--- config.mk ---
export PLATFORM = sky130hd
export DESIGN_NAME = tinyrv2_l15_bridge
export DESIGN_NICKNAME = d
export VERILOG_FILES = /design/src/tinyrv2_l15_pkg.sv /design/src/tinyrv2_l15_ctrl.sv /design/src/tinyrv2_l15_req_encoder.sv /design/src/tinyrv2_l15_resp_decoder.sv /design/src/tinyrv2_l15_bridge.sv
export SDC_FILE = /design/constraint.sdc
export NUM_CORES = 1
export LEC_CHECK = 0
export BUFFER_PORTS_ARGS = -buffer_cell sky130_fd_sc_hd__buf_2
export CAP_MARGIN = 10
export CORE_AREA = 2 2 181 183
export DETAILED_ROUTE_END_ITERATION = 16
export DIE_AREA = 0 0 183 185
export GPL_ROUTABILITY_DRIVEN = 0
export SLEW_MARGIN = 40
export SYNTH_ARGS = -nofsm -noshare
export SYNTH_HDL_FRONTEND = slang
export SYNTH_SLANG_ARGS = --single-unit
--- constraint.sdc ---
create_clock -name clk -period 5.8 [get_ports clk]
set_input_delay 1.16 -clock clk [delete_from_list [all_inputs] [get_ports clk]]
set_output_delay 1.16 -clock clk [all_outputs]
set_load 0.05 [all_outputs]
--- src/tinyrv2_l15_pkg.sv ---
// --------------------
// shared widths, field positions, L1.5 codes and enums
// for the tinyrv2 to L1.5 bridge
// --------------------
`default_nettype none

package tinyrv2_l15_pkg;

    // core request message: type, addr, len, data from the top
    localparam int REQ_MSG_W    = 67;
    localparam int REQ_TYPE_BIT = 66;
    localparam int REQ_ADDR_HI  = 65;
    localparam int REQ_ADDR_LO  = 34;
    localparam int REQ_LEN_HI   = 33;
    localparam int REQ_LEN_LO   = 32;

    // core response message: type, len, data from the top
    localparam int RESP_MSG_W = 35;

    // L1.5 physical address width
    localparam int PHY_ADDR_W = 40;

    // interrupt code in bits 17:16 of the first return word
    localparam logic [1:0] WAKEUP_CODE = 2'd1;

    // addi x0, x0, 0
    localparam logic [31:0] NOP_INSN = 32'h0000_0013;

    // access length as encoded by the core
    typedef enum logic [1:0] {
        WORD = 2'd0,
        BYTE = 2'd1,
        HALF = 2'd2
    } mem_len_e;

    typedef enum logic [4:0] {
        LOAD_RQ  = 5'd0,
        STORE_RQ = 5'd1
    } l15_rqtype_e;

    typedef enum logic [3:0] {
        LOAD_RET = 4'd0,
        ST_ACK   = 4'd4,
        INT_RET  = 4'd7
    } l15_rettype_e;

    typedef enum logic [2:0] {
        SZ_1B = 3'd0,
        SZ_2B = 3'd1,
        SZ_4B = 3'd2
    } pcx_size_e;

    typedef enum logic {
        DATA_PORT = 1'b0,
        INSN_PORT = 1'b1
    } port_sel_e;

    // controller states
    typedef enum logic [2:0] {
        SLEEP,
        READY,
        ISSUE,
        WAIT_RESP,
        RESPOND
    } ctrl_state_e;

    // core is little endian, L1.5 is big endian
    function automatic logic [31:0] bswap32(input logic [31:0] w);
        return {w[7:0], w[15:8], w[23:16], w[31:24]};
    endfunction

endpackage

`default_nettype wire

--- src/tinyrv2_l15_ctrl.sv ---
// --------------------
// bridge controller: wakeup, data-first arbitration,
// L1.5 issue, wait for return and core response handshake
// --------------------
`default_nettype none

module tinyrv2_l15_ctrl (
    input  logic                          clk,
    input  logic                          rst_n,

    // core request and response handshakes
    input  logic                          imemreq_val,
    input  logic                          dmemreq_val,
    input  logic                          imemresp_rdy,
    input  logic                          dmemresp_rdy,
    output logic                          imemreq_rdy,
    output logic                          dmemreq_rdy,
    output logic                          imemresp_val,
    output logic                          dmemresp_val,

    // L1.5 request handshake
    input  logic                          l15_ack,
    output logic                          l15_val,

    // from the return decoder
    input  logic                          resp_arrive,
    input  logic                          wakeup,

    // to the datapath
    output logic                          capture_en,
    output tinyrv2_l15_pkg::port_sel_e    capture_sel,
    output logic                          resp_load,
    output tinyrv2_l15_pkg::port_sel_e    cur_port
);

    tinyrv2_l15_pkg::ctrl_state_e state;

    logic d_accept;
    logic i_accept;
    logic accept;
    logic resp_done;

    // rdy is only ever high in READY, so these are the accept edges
    assign d_accept = dmemreq_val && dmemreq_rdy;
    assign i_accept = imemreq_val && imemreq_rdy;
    assign accept   = d_accept || i_accept;

    // data port wins when both are valid
    assign capture_en  = accept;
    assign capture_sel = d_accept ? tinyrv2_l15_pkg::DATA_PORT : tinyrv2_l15_pkg::INSN_PORT;

    // register the response only while we expect one
    assign resp_load = (state == tinyrv2_l15_pkg::WAIT_RESP) && resp_arrive;

    // only the port that asked has its valid up
    assign resp_done = (imemresp_val && imemresp_rdy) || (dmemresp_val && dmemresp_rdy);

    always_ff @(posedge clk) begin
        if (!rst_n) begin
            state        <= tinyrv2_l15_pkg::SLEEP;
            imemreq_rdy  <= 1'b0;
            dmemreq_rdy  <= 1'b0;
            l15_val      <= 1'b0;
            cur_port     <= tinyrv2_l15_pkg::DATA_PORT;
            imemresp_val <= 1'b0;
            dmemresp_val <= 1'b0;
        end else begin
            case (state)
                // refuse everything until the wakeup interrupt
                tinyrv2_l15_pkg::SLEEP: begin
                    if (wakeup) begin
                        state       <= tinyrv2_l15_pkg::READY;
                        imemreq_rdy <= 1'b1;
                        dmemreq_rdy <= 1'b1;
                    end
                end
                tinyrv2_l15_pkg::READY: begin
                    if (accept) begin
                        state       <= tinyrv2_l15_pkg::ISSUE;
                        imemreq_rdy <= 1'b0;
                        dmemreq_rdy <= 1'b0;
                        l15_val     <= 1'b1;
                        cur_port    <= capture_sel;
                    end
                end
                // level valid, held until the cache acks
                tinyrv2_l15_pkg::ISSUE: begin
                    if (l15_ack) begin
                        state   <= tinyrv2_l15_pkg::WAIT_RESP;
                        l15_val <= 1'b0;
                    end
                end
                tinyrv2_l15_pkg::WAIT_RESP: begin
                    if (resp_arrive) begin
                        state        <= tinyrv2_l15_pkg::RESPOND;
                        imemresp_val <= (cur_port == tinyrv2_l15_pkg::INSN_PORT);
                        dmemresp_val <= (cur_port == tinyrv2_l15_pkg::DATA_PORT);
                    end
                end
                // hold the response under back-pressure
                tinyrv2_l15_pkg::RESPOND: begin
                    if (resp_done) begin
                        state        <= tinyrv2_l15_pkg::READY;
                        imemresp_val <= 1'b0;
                        dmemresp_val <= 1'b0;
                        imemreq_rdy  <= 1'b1;
                        dmemreq_rdy  <= 1'b1;
                    end
                end
                default: begin
                    state <= tinyrv2_l15_pkg::SLEEP;
                end
            endcase
        end
    end

endmodule

`default_nettype wire

--- src/tinyrv2_l15_req_encoder.sv ---
// --------------------
// captures the accepted core request and encodes
// the L1.5 request fields from it
// --------------------
`default_nettype none

module tinyrv2_l15_req_encoder (
    input  logic                                      clk,
    input  logic                                      rst_n,

    input  logic                                      capture_en,
    input  tinyrv2_l15_pkg::port_sel_e                capture_sel,
    input  logic [tinyrv2_l15_pkg::REQ_MSG_W-1:0]     imemreq_msg,
    input  logic [tinyrv2_l15_pkg::REQ_MSG_W-1:0]     dmemreq_msg,

    // L1.5 request fields, valid while l15_val is high
    output tinyrv2_l15_pkg::l15_rqtype_e              l15_rqtype,
    output tinyrv2_l15_pkg::pcx_size_e                l15_size,
    output logic [tinyrv2_l15_pkg::PHY_ADDR_W-1:0]    l15_address,
    output logic [63:0]                               l15_data,
    output logic                                      l15_nc,

    // request info the response formatter needs
    output tinyrv2_l15_pkg::mem_len_e                 req_len,
    output logic [3:0]                                req_offset
);

    logic [tinyrv2_l15_pkg::REQ_MSG_W-1:0] req_q;
    logic [31:0] req_addr;
    logic [31:0] req_data;
    logic        req_store;
    logic [31:0] st_data;

    // latch the message on the accept edge
    always_ff @(posedge clk) begin
        if (!rst_n) begin
            req_q <= '0;
        end else if (capture_en) begin
            if (capture_sel == tinyrv2_l15_pkg::DATA_PORT) begin
                req_q <= dmemreq_msg;
            end else begin
                req_q <= imemreq_msg;
            end
        end
    end

    assign req_store = req_q[tinyrv2_l15_pkg::REQ_TYPE_BIT];
    assign req_addr  = req_q[tinyrv2_l15_pkg::REQ_ADDR_HI:tinyrv2_l15_pkg::REQ_ADDR_LO];
    assign req_data  = req_q[31:0];
    assign req_len   = tinyrv2_l15_pkg::mem_len_e'(
                           req_q[tinyrv2_l15_pkg::REQ_LEN_HI:tinyrv2_l15_pkg::REQ_LEN_LO]);

    // byte offset within the 16-byte return line
    assign req_offset = req_addr[3:0];

    // upper half of the space is io, sign extend into the 40-bit space
    assign l15_address = {{(tinyrv2_l15_pkg::PHY_ADDR_W - 32){req_addr[31]}}, req_addr};
    assign l15_nc      = req_addr[31];

    // same word on both halves so any lane sees it
    assign l15_data = {st_data, st_data};

    always_comb begin
        l15_rqtype = tinyrv2_l15_pkg::LOAD_RQ;
        l15_size   = tinyrv2_l15_pkg::SZ_4B;
        st_data    = 32'h0;
        if (req_store) begin
            l15_rqtype = tinyrv2_l15_pkg::STORE_RQ;
            case (req_len)
                tinyrv2_l15_pkg::HALF: begin
                    l15_size = tinyrv2_l15_pkg::SZ_2B;
                    st_data  = {2{req_data[7:0], req_data[15:8]}};
                end
                tinyrv2_l15_pkg::BYTE: begin
                    l15_size = tinyrv2_l15_pkg::SZ_1B;
                    st_data  = {4{req_data[7:0]}};
                end
                // word, and the unused len code treated as a word
                default: begin
                    st_data = tinyrv2_l15_pkg::bswap32(req_data);
                end
            endcase
        end
    end

endmodule

`default_nettype wire

--- src/tinyrv2_l15_resp_decoder.sv ---
// --------------------
// classifies L1.5 returns, formats the selected lane
// and registers the core response message
// --------------------
`default_nettype none

module tinyrv2_l15_resp_decoder (
    input  logic                                      clk,
    input  logic                                      rst_n,

    // L1.5 return
    input  logic                                      l15_ret_val,
    input  tinyrv2_l15_pkg::l15_rettype_e             l15_rettype,
    input  logic [63:0]                               l15_data_0,
    input  logic [63:0]                               l15_data_1,

    // from controller and encoder
    input  logic                                      resp_load,
    input  tinyrv2_l15_pkg::port_sel_e                cur_port,
    input  tinyrv2_l15_pkg::mem_len_e                 req_len,
    input  logic [3:0]                                req_offset,

    output logic                                      resp_arrive,
    output logic                                      wakeup,
    output logic [tinyrv2_l15_pkg::RESP_MSG_W-1:0]    resp_msg
);

    logic        is_load_ret;
    logic        is_st_ack;
    logic [31:0] lane;
    logic [15:0] lane_half;
    logic [7:0]  lane_byte;
    logic [31:0] fmt_data;

    assign is_load_ret = l15_ret_val && (l15_rettype == tinyrv2_l15_pkg::LOAD_RET);
    assign is_st_ack   = l15_ret_val && (l15_rettype == tinyrv2_l15_pkg::ST_ACK);
    assign resp_arrive = is_load_ret || is_st_ack;

    // other interrupt codes are ignored
    assign wakeup = l15_ret_val && (l15_rettype == tinyrv2_l15_pkg::INT_RET) &&
                    (l15_data_0[17:16] == tinyrv2_l15_pkg::WAKEUP_CODE);

    // lanes are numbered big endian across the two return words
    always_comb begin
        case (req_offset[3:2])
            2'd0:    lane = l15_data_0[63:32];
            2'd1:    lane = l15_data_0[31:0];
            2'd2:    lane = l15_data_1[63:32];
            default: lane = l15_data_1[31:0];
        endcase
    end

    // big endian half at offset bit 1
    assign lane_half = req_offset[1] ? lane[15:0] : lane[31:16];

    // byte n sits at bits 31-8n, so shift by 8*(3-n)
    assign lane_byte = 8'(lane >> {~req_offset[1:0], 3'b000});

    always_comb begin
        if (is_st_ack) begin
            fmt_data = 32'h0;
        end else if (cur_port == tinyrv2_l15_pkg::INSN_PORT) begin
            // fetches are always whole words
            fmt_data = tinyrv2_l15_pkg::bswap32(lane);
        end else begin
            case (req_len)
                tinyrv2_l15_pkg::HALF: fmt_data = {2{lane_half[7:0], lane_half[15:8]}};
                tinyrv2_l15_pkg::BYTE: fmt_data = {4{lane_byte}};
                default:               fmt_data = tinyrv2_l15_pkg::bswap32(lane);
            endcase
        end
    end

    // one message shared by both ports, held until the core takes it
    always_ff @(posedge clk) begin
        if (!rst_n) begin
            resp_msg <= {1'b0, tinyrv2_l15_pkg::WORD, tinyrv2_l15_pkg::NOP_INSN};
        end else if (resp_load) begin
            resp_msg <= {is_st_ack, req_len, fmt_data};
        end
    end

endmodule

`default_nettype wire

--- src/tinyrv2_l15_bridge.sv ---
// --------------------
// tinyrv2 imem/dmem to L1.5 bridge top, instantiate
// this between the core memory ports and the L1.5
// --------------------
`default_nettype none

module tinyrv2_l15_bridge (
    input  logic                                      clk,
    input  logic                                      rst_n,

    // core instruction port
    input  logic [tinyrv2_l15_pkg::REQ_MSG_W-1:0]     imemreq_msg,
    input  logic                                      imemreq_val,
    output logic                                      imemreq_rdy,
    output logic [tinyrv2_l15_pkg::RESP_MSG_W-1:0]    imemresp_msg,
    output logic                                      imemresp_val,
    input  logic                                      imemresp_rdy,

    // core data port
    input  logic [tinyrv2_l15_pkg::REQ_MSG_W-1:0]     dmemreq_msg,
    input  logic                                      dmemreq_val,
    output logic                                      dmemreq_rdy,
    output logic [tinyrv2_l15_pkg::RESP_MSG_W-1:0]    dmemresp_msg,
    output logic                                      dmemresp_val,
    input  logic                                      dmemresp_rdy,

    // L1.5 request
    output tinyrv2_l15_pkg::l15_rqtype_e              l15_rqtype,
    output tinyrv2_l15_pkg::pcx_size_e                l15_size,
    output logic                                      l15_val,
    output logic [tinyrv2_l15_pkg::PHY_ADDR_W-1:0]    l15_address,
    output logic [63:0]                               l15_data,
    output logic                                      l15_nc,
    input  logic                                      l15_ack,

    // L1.5 return
    input  logic                                      l15_ret_val,
    input  tinyrv2_l15_pkg::l15_rettype_e             l15_rettype,
    input  logic [63:0]                               l15_data_0,
    input  logic [63:0]                               l15_data_1
);

    logic                                    capture_en;
    tinyrv2_l15_pkg::port_sel_e              capture_sel;
    logic                                    resp_load;
    tinyrv2_l15_pkg::port_sel_e              cur_port;
    logic                                    resp_arrive;
    logic                                    wakeup;
    tinyrv2_l15_pkg::mem_len_e               req_len;
    logic [3:0]                              req_offset;
    logic [tinyrv2_l15_pkg::RESP_MSG_W-1:0]  resp_msg;

    tinyrv2_l15_ctrl u_tinyrv2_l15_ctrl (
        .clk          (clk),
        .rst_n        (rst_n),
        .imemreq_val  (imemreq_val),
        .dmemreq_val  (dmemreq_val),
        .imemresp_rdy (imemresp_rdy),
        .dmemresp_rdy (dmemresp_rdy),
        .imemreq_rdy  (imemreq_rdy),
        .dmemreq_rdy  (dmemreq_rdy),
        .imemresp_val (imemresp_val),
        .dmemresp_val (dmemresp_val),
        .l15_ack      (l15_ack),
        .l15_val      (l15_val),
        .resp_arrive  (resp_arrive),
        .wakeup       (wakeup),
        .capture_en   (capture_en),
        .capture_sel  (capture_sel),
        .resp_load    (resp_load),
        .cur_port     (cur_port)
    );

    tinyrv2_l15_req_encoder u_tinyrv2_l15_req_encoder (
        .clk         (clk),
        .rst_n       (rst_n),
        .capture_en  (capture_en),
        .capture_sel (capture_sel),
        .imemreq_msg (imemreq_msg),
        .dmemreq_msg (dmemreq_msg),
        .l15_rqtype  (l15_rqtype),
        .l15_size    (l15_size),
        .l15_address (l15_address),
        .l15_data    (l15_data),
        .l15_nc      (l15_nc),
        .req_len     (req_len),
        .req_offset  (req_offset)
    );

    tinyrv2_l15_resp_decoder u_tinyrv2_l15_resp_decoder (
        .clk         (clk),
        .rst_n       (rst_n),
        .l15_ret_val (l15_ret_val),
        .l15_rettype (l15_rettype),
        .l15_data_0  (l15_data_0),
        .l15_data_1  (l15_data_1),
        .resp_load   (resp_load),
        .cur_port    (cur_port),
        .req_len     (req_len),
        .req_offset  (req_offset),
        .resp_arrive (resp_arrive),
        .wakeup      (wakeup),
        .resp_msg    (resp_msg)
    );

    // the valids tell the ports apart
    assign imemresp_msg = resp_msg;
    assign dmemresp_msg = resp_msg;

endmodule

`default_nettype wire

* After elaboration in Yosys (flattened, before gate mapping)
Cells that the tools add are included.
** Storage, ports and cells
- Flip-flop bits (word level) :: 110
- Bits in latches :: 0
- RAM bits :: 0
- Bits in read-only memories :: 0
- Bits of input ports :: 274
- Word-level logic and storage cells :: 80
- Memories :: 0
** Cells by class
- $add $sub $neg :: 0
- Multiply operators :: 0
- Divide/modulo/power cells :: 0
- Magnitude comparators :: 0
- Equality and inequality tests :: 16
- Shifts and indexed selects :: 1
- Multiplexer cells :: 30
- Bitwise gates (word level) :: 2
- Reductions and logical operators :: 23
** Operators with widths (count)
- $mux 32 :: 3
- $pmux 32 s3 :: 1
- $mux 67 :: 1
- $pmux 32 s2 :: 1
- $pmux 24 s2 :: 1
- $shr 32x5->8 :: 1
- $mux 3 :: 6
- $mux 16 :: 1
- $pmux 3 s5 :: 1
- $mux 1 :: 10
- $logic_and 1x1->1 :: 9
- $eq 4x3->1 const B :: 2
- $eq 2x1->1 const B :: 3
- $eq 3x2->1 const B :: 2
- $ne 2x1->1 const B :: 3
- $pmux 1 s2 :: 3
- $reduce_and 3->1 :: 2
- $reduce_and 5->1 :: 1
- $eq 2x2->1 const B :: 2
- $logic_not 4->1 :: 1
- $ne 2x2->1 const B :: 2
- $pmux 2 s2 :: 1
- $reduce_and 4->1 :: 1
- $reduce_bool 2->1 :: 2
- 10 further kinds :: 12

* Logic depth before layout (Yosys ltp)
- Word-level depth :: 6
- Mapped depth :: 9
- Mapped depth without buffers :: 7

* By module
A second synthesis with hierarchy kept.
** Second synthesis, totals
- Cells, all modules :: 966
- Area, all modules :: 8399.3 µm²
** Modules (own cells, without submodules)
- tinyrv2_l15_req_encoder :: instances 1, cells an instance 482, area an instance 4129.0 µm², sequential area each 1341.3 µm²
- tinyrv2_l15_resp_decoder :: instances 1, cells an instance 403, area an instance 3603.5 µm², sequential area each 700.7 µm²
- tinyrv2_l15_ctrl :: instances 1, cells an instance 46, area an instance 404.1 µm², sequential area each 160.2 µm²
- tinyrv2_l15_bridge :: instances 1, cells an instance 35, area an instance 262.8 µm², sequential area each 0.0 µm²

* Least setup slack after synthesis
No wires, ideal clock.
- Path kind :: reg2out
- Start point :: register u_tinyrv2_l15_req_encoder.req_q[32] (netlist bit)
- End point :: output port l15_data[48]
- Arrival time :: 2543 ps
- Slack :: 2097 ps
- Stages on the path, launching flop included :: 9
- Cells stage by stage :: dfxtp_1 inv_1 ha_1 clkbuf_1 or2_2 clkbuf_1 a22oi_1 nor2b_1 buf_4
** Between the ends
- Longest elaborated chain between the ends :: 3
- Elaborated cells between the ends (all ways) :: 4
** Ends and longest elaborated chain
- start: declaration :: line tinyrv2_l15_req_encoder.sv:28 : logic [tinyrv2_l15_pkg::REQ_MSG_W-1:0] req_q;
- start signal: assignment :: line tinyrv2_l15_req_encoder.sv:40 : req_q <= dmemreq_msg;
- start signal: assignment :: line tinyrv2_l15_req_encoder.sv:42 : req_q <= imemreq_msg;
- $eq 2x1->1 or $eq 2x2->1 (tied branches) :: line tinyrv2_l15_req_encoder.sv:69 : case (req_len)
- $pmux 24 s2 * :: line tinyrv2_l15_req_encoder.sv:69
- $mux 32 * :: line tinyrv2_l15_req_encoder.sv:67 : if (req_store) begin
- end: declaration :: line tinyrv2_l15_bridge.sv:32 : output logic [63:0] l15_data,
Mark *: on every way between the ends. The rest lies on a longest branch, timed or not.

* Worst setup path in the final report
- Start point :: register u_tinyrv2_l15_req_encoder.req_q[32] (netlist bit)
- End point :: output port l15_data[49]
Same word-level chain as after synthesis.

==> flow_metrics.env <==
export IMPL_mostFrequentLayoutCells="456 x buf_2, 120 x nand2_1, 106 x dfxtp_1, 98 x nor2_1"
export IMPL_grtUsageTotal_pct=18.03
export IMPL_fin_util_pct=30.91
export IMPL_critical_path_class="reg -> out"
export IMPL_synth_seq_cells=110
export IMPL_layout_drive_gt1_share_pct=41.46
export IMPL_ys_seq_area_share_pct=27.95
export IMPL_cp_start_kind="flop"
export IMPL_skew_ns=0.01095
export IMPL_dieArea_mm2=0.03386
export IMPL_die_width_um=183
export IMPL_htreeDepth=3
export IMPL_clk_latency_ns=0.37
export IMPL_p_leak_nw=4.388
export IMPL_rsz0062_at_grt="no"
export IMPL_crit_fanout=39
export IMPL_cts_buffer_depth=2
export IMPL_port_buffers=456
export IMPL_ioPinCount=462
export IMPL_crit_slowest_cell="nor2b_1"
export IMPL_slew_violations=0
export IMPL_vias=8545
export IMPL_max_slew_margin_pct=39.20
export IMPL_finalSetupViolCount=0
export IMPL_postSynthAreaPerCell_um2=7.958
export IMPL_fin_setup_tns_ns=0
export IMPL_hold_buffers=0
export IMPL_worst_ep_arrival_time_ns=2.73
export IMPL_grt_max_degree=76
export IMPL_cts_made_buffers=9
export IMPL_timing_fmax_mhz=256.9
export IMPL_drt_wl_total_mm=31.94
export IMPL_ir_worst_vdd_v=0.0001243
export IMPL_rows=66
export IMPL_ys_types=48
export IMPL_start_util_pct=24.59
export IMPL_drc=0
export IMPL_avgViaCountPerCell=5.074
export IMPL_hpwl_mm=24.84
export IMPL_clock_sinks=110
export IMPL_wl_met3_mm=2.754
export IMPL_async_reset_ff_share_pct=0
export IMPL_worstPathCellList="inv_1 > ha_2 > nor2b_1 > a22oi_1 > nor2b_1 > buf_2"
export IMPL_syn_area_mm2=0.007879
export IMPL_ant_nets=0
export IMPL_status="finished, final reports clean"
export IMPL_cpLargestDelayFamily="simple AND/OR/NAND/NOR gates"
export IMPL_max_cap_violations=0
export IMPL_coreArea_mm2=0.03204
export IMPL_final_common_cell="buf_2"
export IMPL_antenna_found_initial=2
export IMPL_cts_tree="done"
export IMPL_die_y_um=185
export IMPL_critPathRequiredTime_ns=4.64
export IMPL_synthFlopType="dfxtp_1"
export IMPL_finalCritPeriodShare_pct=67.12
export IMPL_wl_met2_mm=15.59
export IMPL_ctsResizeCount=0
export IMPL_hold_class="reg -> reg"
export IMPL_fin_crit_ns=3.893
export IMPL_met1_length_mm=12.64
export IMPL_finalHoldViolCount=0
export IMPL_layout_nets=1548
export IMPL_routed_top_layer="met5"
export IMPL_synth_cells=990
export IMPL_cp_end_kind="output port"
export IMPL_routedWlPerCell_um=18.97
export IMPL_syn_to_final_growth_pct=25.69
export IMPL_n_antenna_cell=0
export IMPL_drt_initial_drc_count=588
export IMPL_grt_overflow=0
export IMPL_cts_clk_slew_worst_paths_ns=0.09
export IMPL_cp_common_cell="nor2b_1"
export IMPL_powerDensity_mw_per_mm2=271.9
export IMPL_path_buf_inv=2
export IMPL_firstDrtPassIters=6
export IMPL_synth_edf_count=0
export IMPL_yosysWarnings=0
export IMPL_grt_pass1_vias=8039
export IMPL_hold_slack_ns=0.4813
export IMPL_max_slew_worst_pin_slew_ns=0.9087
export IMPL_slowest_delay_ns=0.64
export IMPL_grt_pass1_wl_mm=46.80
export IMPL_post_cts_buffers=0
export IMPL_n_fill_cell=3472
export IMPL_cts_root_buf="clkbuf_16"
kinds of logic after synthesis:
kind of cell | after synthesis | synth area share, %
simple gates | 376 | 22.28
buf+inv | 208 | 15.90
compound gates | 202 | 20.09
flops | 110 | 27.95
mux | 90 | 13.26
fa+ha+maj | 3 | 0.4765
other cells | 1 | 0.04760
stage by stage:
stage | instances | area, µm² | total power, W | setup slack [ns]
6_report | 1684 | 9903 | 0.002692 | 1.907
5_1_grt | 1684 | 9903 | 0.002849 | 1.693
4_1_cts | 1684 | 9899 | 0.002713 | 1.884
3_5_place_dp | 1668 | 9583 | 0.002020 | 2.292
3_3_place_gp | 1668 | 9565 | 0.002011 | 2.001
2_1_floorplan | 994 | 7894 | 0.001745 | 2.097
layout make-up:
type	instances	area [µm²]	area share [%]
multi-input combinational	676	4468	45.12
timing repair buffer	468	2376	23.99
sequential	110	2210	22.31
tap	408	510.5	5.155
clock buffer	11	252.7	2.552
clock inverter	5	63.81	0.6443
inverter	6	22.52	0.2274
final timing paths:
check                                                from                                      end  slack (ns)  cells after the start
setup / recovery      u_tinyrv2_l15_req_encoder.req_q[32]                             l15_data[49]        1.91                      6
hold / removal    u_tinyrv2_l15_resp_decoder.resp_msg[34]  u_tinyrv2_l15_resp_decoder.resp_msg[34]        0.48                      2
setup reg to reg      u_tinyrv2_l15_req_encoder.req_q[32]   u_tinyrv2_l15_resp_decoder.resp_msg[4]        2.87                      8
hold reg to reg   u_tinyrv2_l15_resp_decoder.resp_msg[34]  u_tinyrv2_l15_resp_decoder.resp_msg[34]        0.48                      2
layer usage:
layer	vias up	global-route usage [%]
li1	4024	-
met1	3979	21.37
met2	479	31.64
met3	57	4.306
met4	6	6.592
met5	-	0
synthesized netlist by cell type, types with 14 or more instances:
master	n	area, µm²
o211ai_1	14	105.1
dfxtp_1	110	2202
nand3_1	74	370.4
mux2i_1	74	740.7
and2_1	19	118.9
nor2b_1	21	131.4
buf_4	120	900.9
a22oi_1	37	277.8
nor2_1	99	371.6
nand2_1	121	454.2
clkbuf_1	61	229.0
a32o_1	15	150.1
a21oi_1	23	115.1
a311oi_1	67	586.8
tightest hold or removal path, stage by stage, from the launching register on:
cell and delay (ns):
dfxtp_1 0.33, nand2_1 0.06, a21oi_1 0.05
state kept, by name, indices dropped and copies added (netlist names):
name,flops
u_tinyrv2_l15_ctrl.cur_port,1
u_tinyrv2_l15_ctrl.l15_val,1
u_tinyrv2_l15_ctrl.imemresp_val,1
u_tinyrv2_l15_resp_decoder.resp_msg,35
u_tinyrv2_l15_req_encoder.req_q,67
u_tinyrv2_l15_ctrl.dmemresp_val,1
u_tinyrv2_l15_ctrl.state,3
u_tinyrv2_l15_ctrl.imemreq_rdy,1
power by group:
group / leakage, nW / total [W] / internal [W] / switching, W
Combinational: 3.34 / 0.00109 / 0.000378 / 0.000709
Clock: 0.153 / 0.000687 / 0.000364 / 0.000323
Sequential: 0.895 / 0.000919 / 0.000826 / 0.0000931
Power figures use the tool's default switching activity.
